==> config.mk <==
export PLATFORM = sky130hd
export DESIGN_NAME = uart_top
export DESIGN_NICKNAME = d
export VERILOG_FILES = /design/src/rtl/uart_pkg.sv /design/src/rtl/uart_top.sv /design/src/rtl/uart_regs.sv /design/src/rtl/uart_rx.sv /design/src/rtl/uart_tx.sv /design/src/rtl/byte_fifo.sv
export SDC_FILE = /design/constraint.sdc
export NUM_CORES = 1
export LEC_CHECK = 0
export BUFFER_PORTS_ARGS = -buffer_cell sky130_fd_sc_hd__buf_2
export CAP_MARGIN = 5
export CORE_UTILIZATION = 60
export CTS_CLUSTER_DIAMETER = 30
export DETAILED_ROUTE_END_ITERATION = 8
export PLACE_DENSITY = 0.83
export SETUP_SLACK_MARGIN = 0.2
export SKIP_LAST_GASP = 1
export SLEW_MARGIN = 20
export SYNTH_ARGS = -nofsm -noshare
export SYNTH_HDL_FRONTEND = slang
export SYNTH_SLANG_ARGS = --single-unit
export TNS_END_PERCENT = 50
==> constraint.sdc <==
create_clock -name clk_i -period 3.4 [get_ports clk_i]
set_input_delay 0.68 -clock clk_i [delete_from_list [all_inputs] [get_ports clk_i]]
set_output_delay 0.68 -clock clk_i [all_outputs]
set_load 0.005 [all_outputs]
==> src/rtl/uart_pkg.sv <==
// Shared constants, register map and packed types of the UART peripheral; referenced by scope.
`default_nettype none

package uart_pkg;

    localparam int FIFO_DEPTH   = 32;                  // Entries in each queue.
    localparam int FIFO_AW      = $clog2(FIFO_DEPTH);
    localparam int BAUD_W       = 16;
    localparam int TX_STOP_BITS = 2;                   // Stop periods sent per frame.

    localparam logic [BAUD_W-1:0] BAUD_RESET = 16'd15;

    // Word addresses of the register map.
    localparam logic [1:0] ADDR_DATA   = 2'd0;
    localparam logic [1:0] ADDR_STATUS = 2'd1;
    localparam logic [1:0] ADDR_BAUD   = 2'd2;
    localparam logic [1:0] ADDR_CTRL   = 2'd3;

    typedef struct packed {
        logic [1:0]  addr;
        logic        we;                               // Single-cycle write strobe.
        logic        re;                               // Single-cycle read strobe.
        logic [15:0] wdata;
    } bus_req_t;

    // Laid out so that the entry drops straight into bits 8:0 of a DATA read.
    typedef struct packed {
        logic       frame_err;
        logic [7:0] data;
    } rx_entry_t;

    // Fields listed from bit 15 down to bit 0.
    typedef struct packed {
        logic [9:0] zero;
        logic       tx_busy;
        logic       rx_overrun;                        // Sticky until STATUS is read.
        logic       rx_full;
        logic       rx_empty;
        logic       tx_full;
        logic       tx_empty;
    } status_t;

endpackage

`default_nettype wire
==> src/rtl/uart_top.sv <==
// Top level of the UART peripheral; connects the bus registers, both queues and both serializers.
`default_nettype none

module uart_top (
    input  wire logic               clk_i,
    input  wire logic               rst_i,
    input  wire uart_pkg::bus_req_t bus_i,
    output logic [15:0]             rdata_o,
    input  wire logic               rx_i,
    output logic                    tx_o
);

    logic [uart_pkg::BAUD_W-1:0] baud_div;
    logic                        stall;

    logic       txq_push;
    logic [7:0] txq_data;
    logic       txq_pop;
    logic [7:0] txq_head;
    logic       txq_empty;
    logic       txq_full;
    logic       tx_busy;

    uart_pkg::rx_entry_t rxq_data;
    uart_pkg::rx_entry_t rxq_head;
    logic                rxq_push;
    logic                rxq_pop;
    logic                rxq_empty;
    logic                rxq_full;

    uart_regs u_regs (
        .clk_i       (clk_i),
        .rst_i       (rst_i),
        .bus_i       (bus_i),
        .rdata_o     (rdata_o),
        .txq_push_o  (txq_push),
        .txq_data_o  (txq_data),
        .txq_empty_i (txq_empty),
        .txq_full_i  (txq_full),
        .tx_busy_i   (tx_busy),
        .rxq_pop_o   (rxq_pop),
        .rxq_head_i  (rxq_head),
        .rxq_empty_i (rxq_empty),
        .rxq_full_i  (rxq_full),
        .rxq_push_i  (rxq_push),
        .baud_div_o  (baud_div),
        .stall_o     (stall)
    );

    byte_fifo #(.entry_t(logic [7:0])) u_tx_fifo (
        .clk_i       (clk_i),
        .rst_i       (rst_i),
        .push_i      (txq_push),
        .push_data_i (txq_data),
        .pop_i       (txq_pop),
        .head_o      (txq_head),
        .empty_o     (txq_empty),
        .full_o      (txq_full)
    );

    byte_fifo #(.entry_t(uart_pkg::rx_entry_t)) u_rx_fifo (
        .clk_i       (clk_i),
        .rst_i       (rst_i),
        .push_i      (rxq_push),
        .push_data_i (rxq_data),
        .pop_i       (rxq_pop),
        .head_o      (rxq_head),
        .empty_o     (rxq_empty),
        .full_o      (rxq_full)
    );

    uart_tx u_tx (
        .clk_i      (clk_i),
        .rst_i      (rst_i),
        .baud_div_i (baud_div),
        .stall_i    (stall),
        .q_empty_i  (txq_empty),
        .q_head_i   (txq_head),
        .q_pop_o    (txq_pop),
        .busy_o     (tx_busy),
        .tx_o       (tx_o)
    );

    uart_rx u_rx (
        .clk_i      (clk_i),
        .rst_i      (rst_i),
        .baud_div_i (baud_div),
        .rx_i       (rx_i),
        .push_o     (rxq_push),
        .entry_o    (rxq_data)
    );

endmodule

`default_nettype wire

==> src/rtl/uart_regs.sv <==
// Register block of the UART; turns bus strobes into queue traffic and holds baud and control.
`default_nettype none

module uart_regs (
    input  wire logic                        clk_i,
    input  wire logic                        rst_i,
    input  wire uart_pkg::bus_req_t          bus_i,
    output logic [15:0]                      rdata_o,
    output logic                             txq_push_o,
    output logic [7:0]                       txq_data_o,
    input  wire logic                        txq_empty_i,
    input  wire logic                        txq_full_i,
    input  wire logic                        tx_busy_i,
    output logic                             rxq_pop_o,
    input  wire uart_pkg::rx_entry_t         rxq_head_i,
    input  wire logic                        rxq_empty_i,
    input  wire logic                        rxq_full_i,
    input  wire logic                        rxq_push_i,
    output logic [uart_pkg::BAUD_W-1:0]      baud_div_o,
    output logic                             stall_o
);

    uart_pkg::status_t status;

    logic rd_data;
    logic rd_status;
    logic wr_data;
    logic wr_baud;
    logic wr_ctrl;
    logic overrun;

    assign wr_data   = bus_i.we && (bus_i.addr == uart_pkg::ADDR_DATA);
    assign wr_baud   = bus_i.we && (bus_i.addr == uart_pkg::ADDR_BAUD);
    assign wr_ctrl   = bus_i.we && (bus_i.addr == uart_pkg::ADDR_CTRL);
    assign rd_data   = bus_i.re && (bus_i.addr == uart_pkg::ADDR_DATA);
    assign rd_status = bus_i.re && (bus_i.addr == uart_pkg::ADDR_STATUS);

    assign txq_push_o = wr_data && !txq_full_i;        // A write to a full queue is dropped.
    assign txq_data_o = bus_i.wdata[7:0];
    assign rxq_pop_o  = rd_data && !rxq_empty_i;

    always_comb begin
        status            = '0;
        status.tx_empty   = txq_empty_i;
        status.tx_full    = txq_full_i;
        status.rx_empty   = rxq_empty_i;
        status.rx_full    = rxq_full_i;
        status.rx_overrun = overrun;
        status.tx_busy    = tx_busy_i;
    end

    always_ff @(posedge clk_i) begin
        if (rst_i) begin
            baud_div_o <= uart_pkg::BAUD_RESET;
            stall_o    <= 1'b0;
            overrun    <= 1'b0;
        end else begin
            if (wr_baud) begin
                baud_div_o <= bus_i.wdata[uart_pkg::BAUD_W-1:0];
            end
            if (wr_ctrl) begin
                stall_o <= bus_i.wdata[0];
            end
            // A character lost in this cycle wins over the clear.
            if (rxq_push_i && rxq_full_i) begin
                overrun <= 1'b1;
            end else if (rd_status) begin
                overrun <= 1'b0;
            end
        end
    end

    // Read data appears one clock after the strobe and holds until the next read.
    always_ff @(posedge clk_i) begin
        if (bus_i.re) begin
            case (bus_i.addr)
                uart_pkg::ADDR_DATA:   rdata_o <= rxq_empty_i ? 16'h0000 : {7'b0, rxq_head_i};
                uart_pkg::ADDR_STATUS: rdata_o <= status;
                uart_pkg::ADDR_BAUD:   rdata_o <= baud_div_o;
                default:               rdata_o <= {15'b0, stall_o};
            endcase
        end
    end

endmodule

`default_nettype wire

==> src/rtl/uart_rx.sv <==
// UART receive deserializer; samples each bit at mid-period and pushes bytes with a frame error flag.
`default_nettype none

module uart_rx (
    input  wire logic                        clk_i,
    input  wire logic                        rst_i,
    input  wire logic [uart_pkg::BAUD_W-1:0] baud_div_i,
    input  wire logic                        rx_i,
    output logic                             push_o,
    output uart_pkg::rx_entry_t              entry_o
);

    typedef enum logic [2:0] {
        RX_IDLE,
        RX_START,
        RX_DATA,
        RX_STOP,
        RX_WAIT_HIGH
    } rx_state_t;

    rx_state_t                   state;
    logic [uart_pkg::BAUD_W-1:0] cnt;
    logic [uart_pkg::BAUD_W-1:0] half_div;
    logic [2:0]                  bit_cnt;
    logic [7:0]                  shift_q;

    logic rx_meta;
    logic rx_sync;
    logic rx_prev;
    logic period_done;

    assign half_div    = baud_div_i >> 1;
    assign period_done = (cnt == baud_div_i);

    // Two-flop synchronizer plus one more flop for edge detection.
    always_ff @(posedge clk_i) begin
        if (rst_i) begin
            rx_meta <= 1'b1;
            rx_sync <= 1'b1;
            rx_prev <= 1'b1;
        end else begin
            rx_meta <= rx_i;
            rx_sync <= rx_meta;
            rx_prev <= rx_sync;
        end
    end

    always_ff @(posedge clk_i) begin
        if (rst_i) begin
            state   <= RX_IDLE;
            cnt     <= '0;
            bit_cnt <= '0;
        end else begin
            case (state)
                RX_IDLE: begin
                    cnt <= '0;
                    if (rx_prev && !rx_sync) begin
                        state <= RX_START;             // Falling edge of a start bit.
                    end
                end
                RX_START: begin
                    if (cnt == half_div) begin
                        cnt     <= '0;
                        bit_cnt <= '0;
                        state   <= rx_sync ? RX_IDLE : RX_DATA;  // Glitches are discarded.
                    end else begin
                        cnt <= cnt + 1'b1;
                    end
                end
                RX_DATA: begin
                    if (period_done) begin
                        cnt <= '0;
                        if (bit_cnt == 3'd7) begin
                            state <= RX_STOP;
                        end else begin
                            bit_cnt <= bit_cnt + 1'b1;
                        end
                    end else begin
                        cnt <= cnt + 1'b1;
                    end
                end
                RX_STOP: begin
                    if (period_done) begin
                        cnt   <= '0;
                        state <= rx_sync ? RX_IDLE : RX_WAIT_HIGH;
                    end else begin
                        cnt <= cnt + 1'b1;
                    end
                end
                RX_WAIT_HIGH: begin
                    if (rx_sync) begin
                        state <= RX_IDLE;              // Rearm only once the line is back high.
                    end
                end
                default: state <= RX_IDLE;
            endcase
        end
    end

    // Data arrives LSB first.
    always_ff @(posedge clk_i) begin
        if (state == RX_DATA && period_done) begin
            shift_q <= {rx_sync, shift_q[7:1]};
        end
    end

    assign push_o            = (state == RX_STOP) && period_done;
    assign entry_o.data      = shift_q;
    assign entry_o.frame_err = !rx_sync;               // A low stop bit is a framing error.

endmodule

`default_nettype wire

==> src/rtl/uart_tx.sv <==
// UART transmit serializer; pops the transmit queue and sends 8N frames LSB first on tx_o.
`default_nettype none

module uart_tx (
    input  wire logic                        clk_i,
    input  wire logic                        rst_i,
    input  wire logic [uart_pkg::BAUD_W-1:0] baud_div_i,
    input  wire logic                        stall_i,
    input  wire logic                        q_empty_i,
    input  wire logic [7:0]                  q_head_i,
    output logic                             q_pop_o,
    output logic                             busy_o,
    output logic                             tx_o
);

    typedef enum logic [1:0] {
        TX_IDLE,
        TX_START,
        TX_DATA,
        TX_STOP
    } tx_state_t;

    localparam logic [2:0] LAST_STOP = 3'(uart_pkg::TX_STOP_BITS - 1);

    tx_state_t                   state;
    logic [2:0]                  bit_cnt;              // Data bit index, then stop period count.
    logic [uart_pkg::BAUD_W-1:0] baud_cnt;
    logic                        tick;

    // One tick every baud_div_i + 1 clocks. The compare also recovers after a smaller divisor.
    always_ff @(posedge clk_i) begin
        if (rst_i) begin
            baud_cnt <= '0;
            tick     <= 1'b0;
        end else if (baud_cnt >= baud_div_i) begin
            baud_cnt <= '0;
            tick     <= 1'b1;
        end else begin
            baud_cnt <= baud_cnt + 1'b1;
            tick     <= 1'b0;
        end
    end

    always_ff @(posedge clk_i) begin
        if (rst_i) begin
            state   <= TX_IDLE;
            bit_cnt <= '0;
        end else if (tick) begin
            case (state)
                TX_IDLE: begin
                    if (!q_empty_i && !stall_i) begin
                        state <= TX_START;             // Stall only holds off a new frame.
                    end
                end
                TX_START: begin
                    state   <= TX_DATA;
                    bit_cnt <= '0;
                end
                TX_DATA: begin
                    if (bit_cnt == 3'd7) begin
                        state   <= TX_STOP;
                        bit_cnt <= '0;
                    end else begin
                        bit_cnt <= bit_cnt + 1'b1;
                    end
                end
                TX_STOP: begin
                    if (bit_cnt == LAST_STOP) begin
                        state   <= TX_IDLE;
                        bit_cnt <= '0;
                    end else begin
                        bit_cnt <= bit_cnt + 1'b1;
                    end
                end
                default: state <= TX_IDLE;
            endcase
        end
    end

    // The byte leaves the queue on the tick that ends the last stop period.
    assign q_pop_o = tick && (state == TX_STOP) && (bit_cnt == LAST_STOP);
    assign busy_o  = (state != TX_IDLE);

    always_comb begin
        case (state)
            TX_START: tx_o = 1'b0;
            TX_DATA:  tx_o = q_head_i[bit_cnt];        // Head stays put until the pop.
            default:  tx_o = 1'b1;
        endcase
    end

endmodule

`default_nettype wire

==> src/rtl/byte_fifo.sv <==
// Synchronous FIFO of FIFO_DEPTH entries; the entry type is chosen per instance.
`default_nettype none

module byte_fifo #(
    parameter type entry_t = logic [7:0]
) (
    input  wire logic   clk_i,
    input  wire logic   rst_i,
    input  wire logic   push_i,
    input  wire entry_t push_data_i,
    input  wire logic   pop_i,
    output entry_t      head_o,
    output logic        empty_o,
    output logic        full_o
);

    localparam int AW = uart_pkg::FIFO_AW;

    entry_t mem [uart_pkg::FIFO_DEPTH];

    // The extra pointer bit tells a full queue from an empty one.
    logic [AW:0] wr_ptr;
    logic [AW:0] rd_ptr;

    logic do_push;
    logic do_pop;

    assign empty_o = (wr_ptr == rd_ptr);
    assign full_o  = (wr_ptr[AW] != rd_ptr[AW]) && (wr_ptr[AW-1:0] == rd_ptr[AW-1:0]);

    assign do_push = push_i && !full_o;                // Pushes into a full queue are lost.
    assign do_pop  = pop_i && !empty_o;

    assign head_o = mem[rd_ptr[AW-1:0]];               // Oldest entry, visible without a pop.

    always_ff @(posedge clk_i) begin
        if (do_push) begin
            mem[wr_ptr[AW-1:0]] <= push_data_i;
        end
    end

    always_ff @(posedge clk_i) begin
        if (rst_i) begin
            wr_ptr <= '0;
            rd_ptr <= '0;
        end else begin
            if (do_push) begin
                wr_ptr <= wr_ptr + 1'b1;
            end
            if (do_pop) begin
                rd_ptr <= rd_ptr + 1'b1;
            end
        end
    end

endmodule

`default_nettype wire

; Word level (Yosys, flattened, before mapping)
; Memory sizes are Yosys's and may differ from the RTL's. A register that Yosys moved wholly into a read port is not among the register bits.
; Cells that the tools add are included.
[word_totals]
mem_bits_rw = 544
mem_count = 2
word_cells = 141
reg_bits = 113
[mem_list]
columns = memory, depth, width, read_ports, rd_clocked_by_memory_dff, write_ports, line
row1 = u_rx_fifo.mem, 32, 9, 1, 1, 1, byte_fifo.sv:19  ; entry_t mem [uart_pkg::FIFO_DEPTH];
row2 = u_tx_fifo.mem, 32, 8, 1, 1, 1, byte_fifo.sv:19
[classes]
addsub = 8
n_mux = 39
reduce_logical = 40
eq_ne = 31
magnitude_cmp = 2
[ops]
columns = cell, count
row1 = one-hot mux 16 bit (3 select lines), 2
row2 = 2-to-1 mux 3 bit, 12
row3 = "adder 16 x 1 -> 16 bit, second input constant", 2
row4 = 2-to-1 mux 16 bit, 2
row5 = "adder 6 x 1 -> 6 bit, second input constant", 4
row6 = logical AND 1 bit, 20
row7 = 2-to-1 mux 5 bit, 4
row8 = "inequality test 2 x 1 -> 1 bit, second input constant", 9
row9 = == test 16 x 15 -> 1 bit, 1
row10 = == test 16 bit, 1
row11 = greater-or-equal comparator 16 bit, 1
row12 = one-hot mux 3 bit (5 select lines), 1
row13 = == test 6 bit, 2
row14 = == test 5 bit, 2
row15 = "== test 3 bit, second input constant", 3
row16 = 2-to-1 mux 9 bit, 1
row17 = one-hot mux 3 bit (3 select lines), 1
row18 = "== test 2 bit, second input constant", 4
row19 = 2-to-1 mux 1 bit, 8
row20 = 2-to-1 mux 2 bit, 4
row21 = one-hot mux 2 bit (4 select lines), 1
row22 = AND reduction 4 bit, 2
row23 = "adder 3 x 1 -> 3 bit, second input constant", 2
row24 = "== test 3 x 1 -> 1 bit, second input constant", 2
row25 = 16 further kinds, 29

; Longest topological paths before layout
[depth]
word_depth = 7
ltp_mapped = 12

; Modules after synthesis
; From an unflattened synthesis, not the netlist that was laid out.
[unflattened]
cells_unflattened = 1572
area_unflattened_um2 = 27933.0
[modules_own_cells]
columns = mod, seq_area_each_um2, cells_each, area_per_inst_um2, instances
row1 = byte_fifo (u_rx_fifo), 8988.6, 537, 11866.4, 1
row2 = byte_fifo (u_tx_fifo), 8027.7, 492, 10657.7, 1
row3 = uart_rx, 740.7, 219, 2009.4, 1
row4 = uart_tx, 440.4, 180, 1762.9, 1
row5 = uart_regs, 840.8, 144, 1636.6, 1

; Worst setup path after synthesis
; OpenSTA, ideal clock, no wires.
[synth_path]
path_kind = register -> output
start = reg (tool-made name)
end = out tx_o
t_arrival_ns = 2.361
stages_incl_launch_ff = 10
path_buffers = 2
required_ns = 2.720
path_slack_ns = 0.359
cell_sequence = dfxtp_1 > buf_6 > buf_8 > mux4_1 > mux4_2 > mux2i_1 > nor2_1 > or3_1 > nor4_1 > a311oi_1
[synth_rtl]
columns = item, line
row1 = "end, declared", uart_top.sv:10  ; output logic tx_o

==> metrics list <==
* Layout area overhead: 19.6%
* Run status: complete, but fails checks
* Power, Total: 20.2 mW
- In this run the standard cell core region covers 44,400 µm².
- Dividing the detail-routed wire length by the instance count gives 27.4 µm.
- Across every metal layer, demand over resource in global routing totals 0.298.
* Class of the most critical setup path: reg -> out
- The worst hold path passes through 2 cells.
- Once layout is complete, the utilization of the core stands at 0.731.
- The analysis attributes to cell leakage a power of 10.9 nW.
* Gate Count Post-Synth: 1,609
- A synthesized cell averages 16.9 µm².
- # nets final: 1,847
* Final setup skew: 27.5 ps
* TritonCTS buffer count: 108
- In this run the power density over the cells is 622 nW/µm².
- Worst slew margin relative to its limit: 0.235
- The first global-routing pass estimated 101,000 µm of wire.
- # Max-Cap Violations: 0
* Element type at the critical path end: output pin
* Number of DRC violations after detailed routing: 0
- In this run the critical register-to-register path is launched from u_rx.cnt[12].
* Number of unique standard cell types used by synthesis: 55
- Buffer levels on the longest clock path: 3
- Of the cells placed in the final design, the portion with a size suffix greater than 1 is 0.276.
- Leading cell types by total area after synthesis: edfxtp_1, mux4_2, dfxtp_1
* Failing checks: negative setup slack
- Clock tree synthesis found a total of 667 sinks.
* Final hold vios: 0
- Final Instance Area: 32,500 µm²
- Maximum VDD drop: 0.620 mV
* Crit start category: flip-flop
- The share of synthesized area in the top cell type comes to 0.628.
* Most common library cell in the layout ignoring fill and taps: edfxtp_1
- The number of max-slew violations in the final report is 0.
- Synth Warn #: 0
- Final Routed Wirelength: 67,700 µm
* DRT Pass-1 Iters: 8
- After layout, the minimum clock period comes to 4010 ps.
* Dpl hpwl: 37,500 µm
* Number of buffers inserted by hold repair at cts: 0
* Die Area: 46,100 µm²
- Setup repair after global routing could not meet its margin everywhere.
* Arrival time at the worst endpoint: 3330 ps
- The initial antenna violation count was 1.
- Most used flip-flop cell after synthesis: edfxtp_1
- Dividing the final minimum period by the clock period gives 1.18.
- After detailed placement, the total cell area comes to 28,500 µm².
* Endpoint of the most critical setup path: tx_o
- After synthesis the netlist holds a flip-flop and latch count of 667.
- Horiz. Die Dim: 215 µm
- The count of nets left with antenna violations once routing finished came out at 0.
- Post-synth net total: 1,669
- Ports: 40
- Gr ovfl total: 0
* Critical path required time: 2720 ps
* Share of synthesized flip-flops with an asynchronous set or reset: 0
- Chip height: 215 µm
- In this run the worst path has a maximum fanout of 5.
- In the layout the commonest cells are edfxtp_1, mux4_2, nor2_1.
- The initial utilization of the core area, before any placement, comes to 0.611.
- TritonCTS built the clock tree.
- Number of synthesized flops with an enable pin: 568
- In this run the core area contains 77 standard-cell rows.
* Maximum number of pins on one net before global-route repair: 76
- Setup violations remaining at the end of the flow were counted as 1.
- The endpoint identified for the worst register-to-register timing path is u_rx_fifo.mem[7][0].
* Slew of the pin with the lowest slew margin: 1150 ps
- Summing over every cut layer, the via total after detailed routing is 16,100.
- Clock latency on the worst-skew pair, taken at its later pin, is 660 ps.
- Antenna diode instance count: 0
- Using the TritonRoute via totals, the vias-per-cell ratio works out to 6.50.
- Via count of the first global-routing pass: 16,600
* Setup WS post-layout: -606 ps
- # H-tree levels: 3
- Routability congestion estimate from global placement: 0.913
- Clock tree synthesis selected as its root buffer the cell clkbuf_16.
- PortBufs: 39
* Netlist area before placement: 27,200 µm²
* Worst Reg2Reg Path Length in Cells: 8
* Synth area leader: edfxtp_1
- Clk slew on worst S/H paths: 60 ps
* Highest clock rate: 250 MHz
- The first routing iteration left 2,142 violations.
- Worst reg2reg setup slack: 360 ps
* Hold Crit Class: in -> reg
- Sequential share of the synthesized area: 0.701
==> worst min-delay path by stage <==
stage	from	endpoint	slack, ps
floorplan	u_rx.rx_meta	u_rx.rx_sync	390
global placement	u_rx.rx_meta	u_rx.rx_sync	390
detailed placement	u_rx.rx_meta	u_rx.rx_sync	400
CTS	rx_i	u_rx.rx_meta	220
global route	rx_i	u_rx.rx_meta	240
finish	rx_i	u_rx.rx_meta	250
==> per-stage QoR <==
step | cells | TNS, ps | hold WS, ps | setup WS, ps
after floorplan | 1609 | 0 | 389 | 359
after global placement | 2260 | 0 | 394 | 52.8
after detailed placement | 2260 | -20.5 | 404 | -20.5
after CTS | 2466 | -536 | 218 | -536
after global routing | 2472 | -648 | 238 | -648
final | 2472 | -606 | 246 | -606
==> synthesized netlist by cell type, types with 16 or more instances <==
cell,instances
xnor2_1,34
nor2_1,142
dfxtp_1,99
edfxtp_1,568
nor3_1,18
a21oi_1,65
o21ai_0,31
mux4_2,151
nand3_1,24
inv_1,32
mux2i_1,30
xor2_1,43
nand4_1,16
clkbuf_1,47
buf_2,19
nand2_1,83
ha_1,37
==> what timing repair did <==
item                                   CTS  global route
buffers inserted                         3             0
gates resized for setup                 15             8
gates cloned                             0             0
endpoints found under the hold margin    0             0
setup endpoints to repair                1             1
pin swaps                                2             0
==> per-layer routing <==
metal  part of all wire  vias to the layer above  GRT usage
met1               0.35                     8070      0.368
li1                   -                     6669          -
met3              0.090                      227     0.0594
met5            0.00013                        -          0
met2               0.52                     1096      0.507
met4              0.043                        2      0.141
==> flip-flops by register name, summed over array words and instances (netlist names), named ones only <==
register / cells
u_rx_fifo.mem: 288
u_tx_fifo.mem: 256
u_regs.baud_div_o: 16
u_regs.rdata_o: 16
u_rx.cnt: 16
u_tx.baud_cnt: 16
u_rx.shift_q: 8
u_rx_fifo.rd_ptr: 6
u_rx_fifo.wr_ptr: 6
u_tx_fifo.rd_ptr: 6
u_tx_fifo.wr_ptr: 6
u_rx.bit_cnt: 3
u_rx.state: 3
u_tx.bit_cnt: 3
u_tx.state: 2
u_regs.overrun: 1
u_regs.stall_o: 1
u_rx.rx_meta: 1
u_rx.rx_prev: 1
u_rx.rx_sync: 1
u_tx.tick: 1
==> cell families after synthesis <==
group | synth area share
multiplexers | 0.140
XOR/XNOR | 0.0248
buffers and inverters | 0.0173
flip-flops | 0.701
AO/OA/AOI/OAI | 0.0331
AND/OR/NAND/NOR | 0.0668
adder cells (fa/ha/maj) | 0.0170
==> critical path, stage by stage, from the launching register on <==
cell      delay (ps)
dfxtp_4          430
buf_6            140
mux4_2           500
mux2_2           320
nand4_1          120
o21ai_1          120
or4_1            510
a21oi_2          200
a311oi_2         160
buf_2            170
==> layout make-up <==
type / instances / area (µm²)
clock buffer: 118 / 2800
clock inverter: 85 / 892
fill: 2338 / 11900
inverter: 33 / 124
multi-input combinational: 832 / 7700
sequential: 667 / 19100
tap: 592 / 741
timing repair buffer: 145 / 1150
==> where the power goes <==
group	switching, mW	total [mW]	internal (mW)	leakage [nW]
registers	0.0417	8.89	8.85	5.93
logic	0.183	0.267	0.0839	3.21
clock network	4.24	11.0	6.79	1.77
No activity file was read; power rests on OpenSTA's default activity.
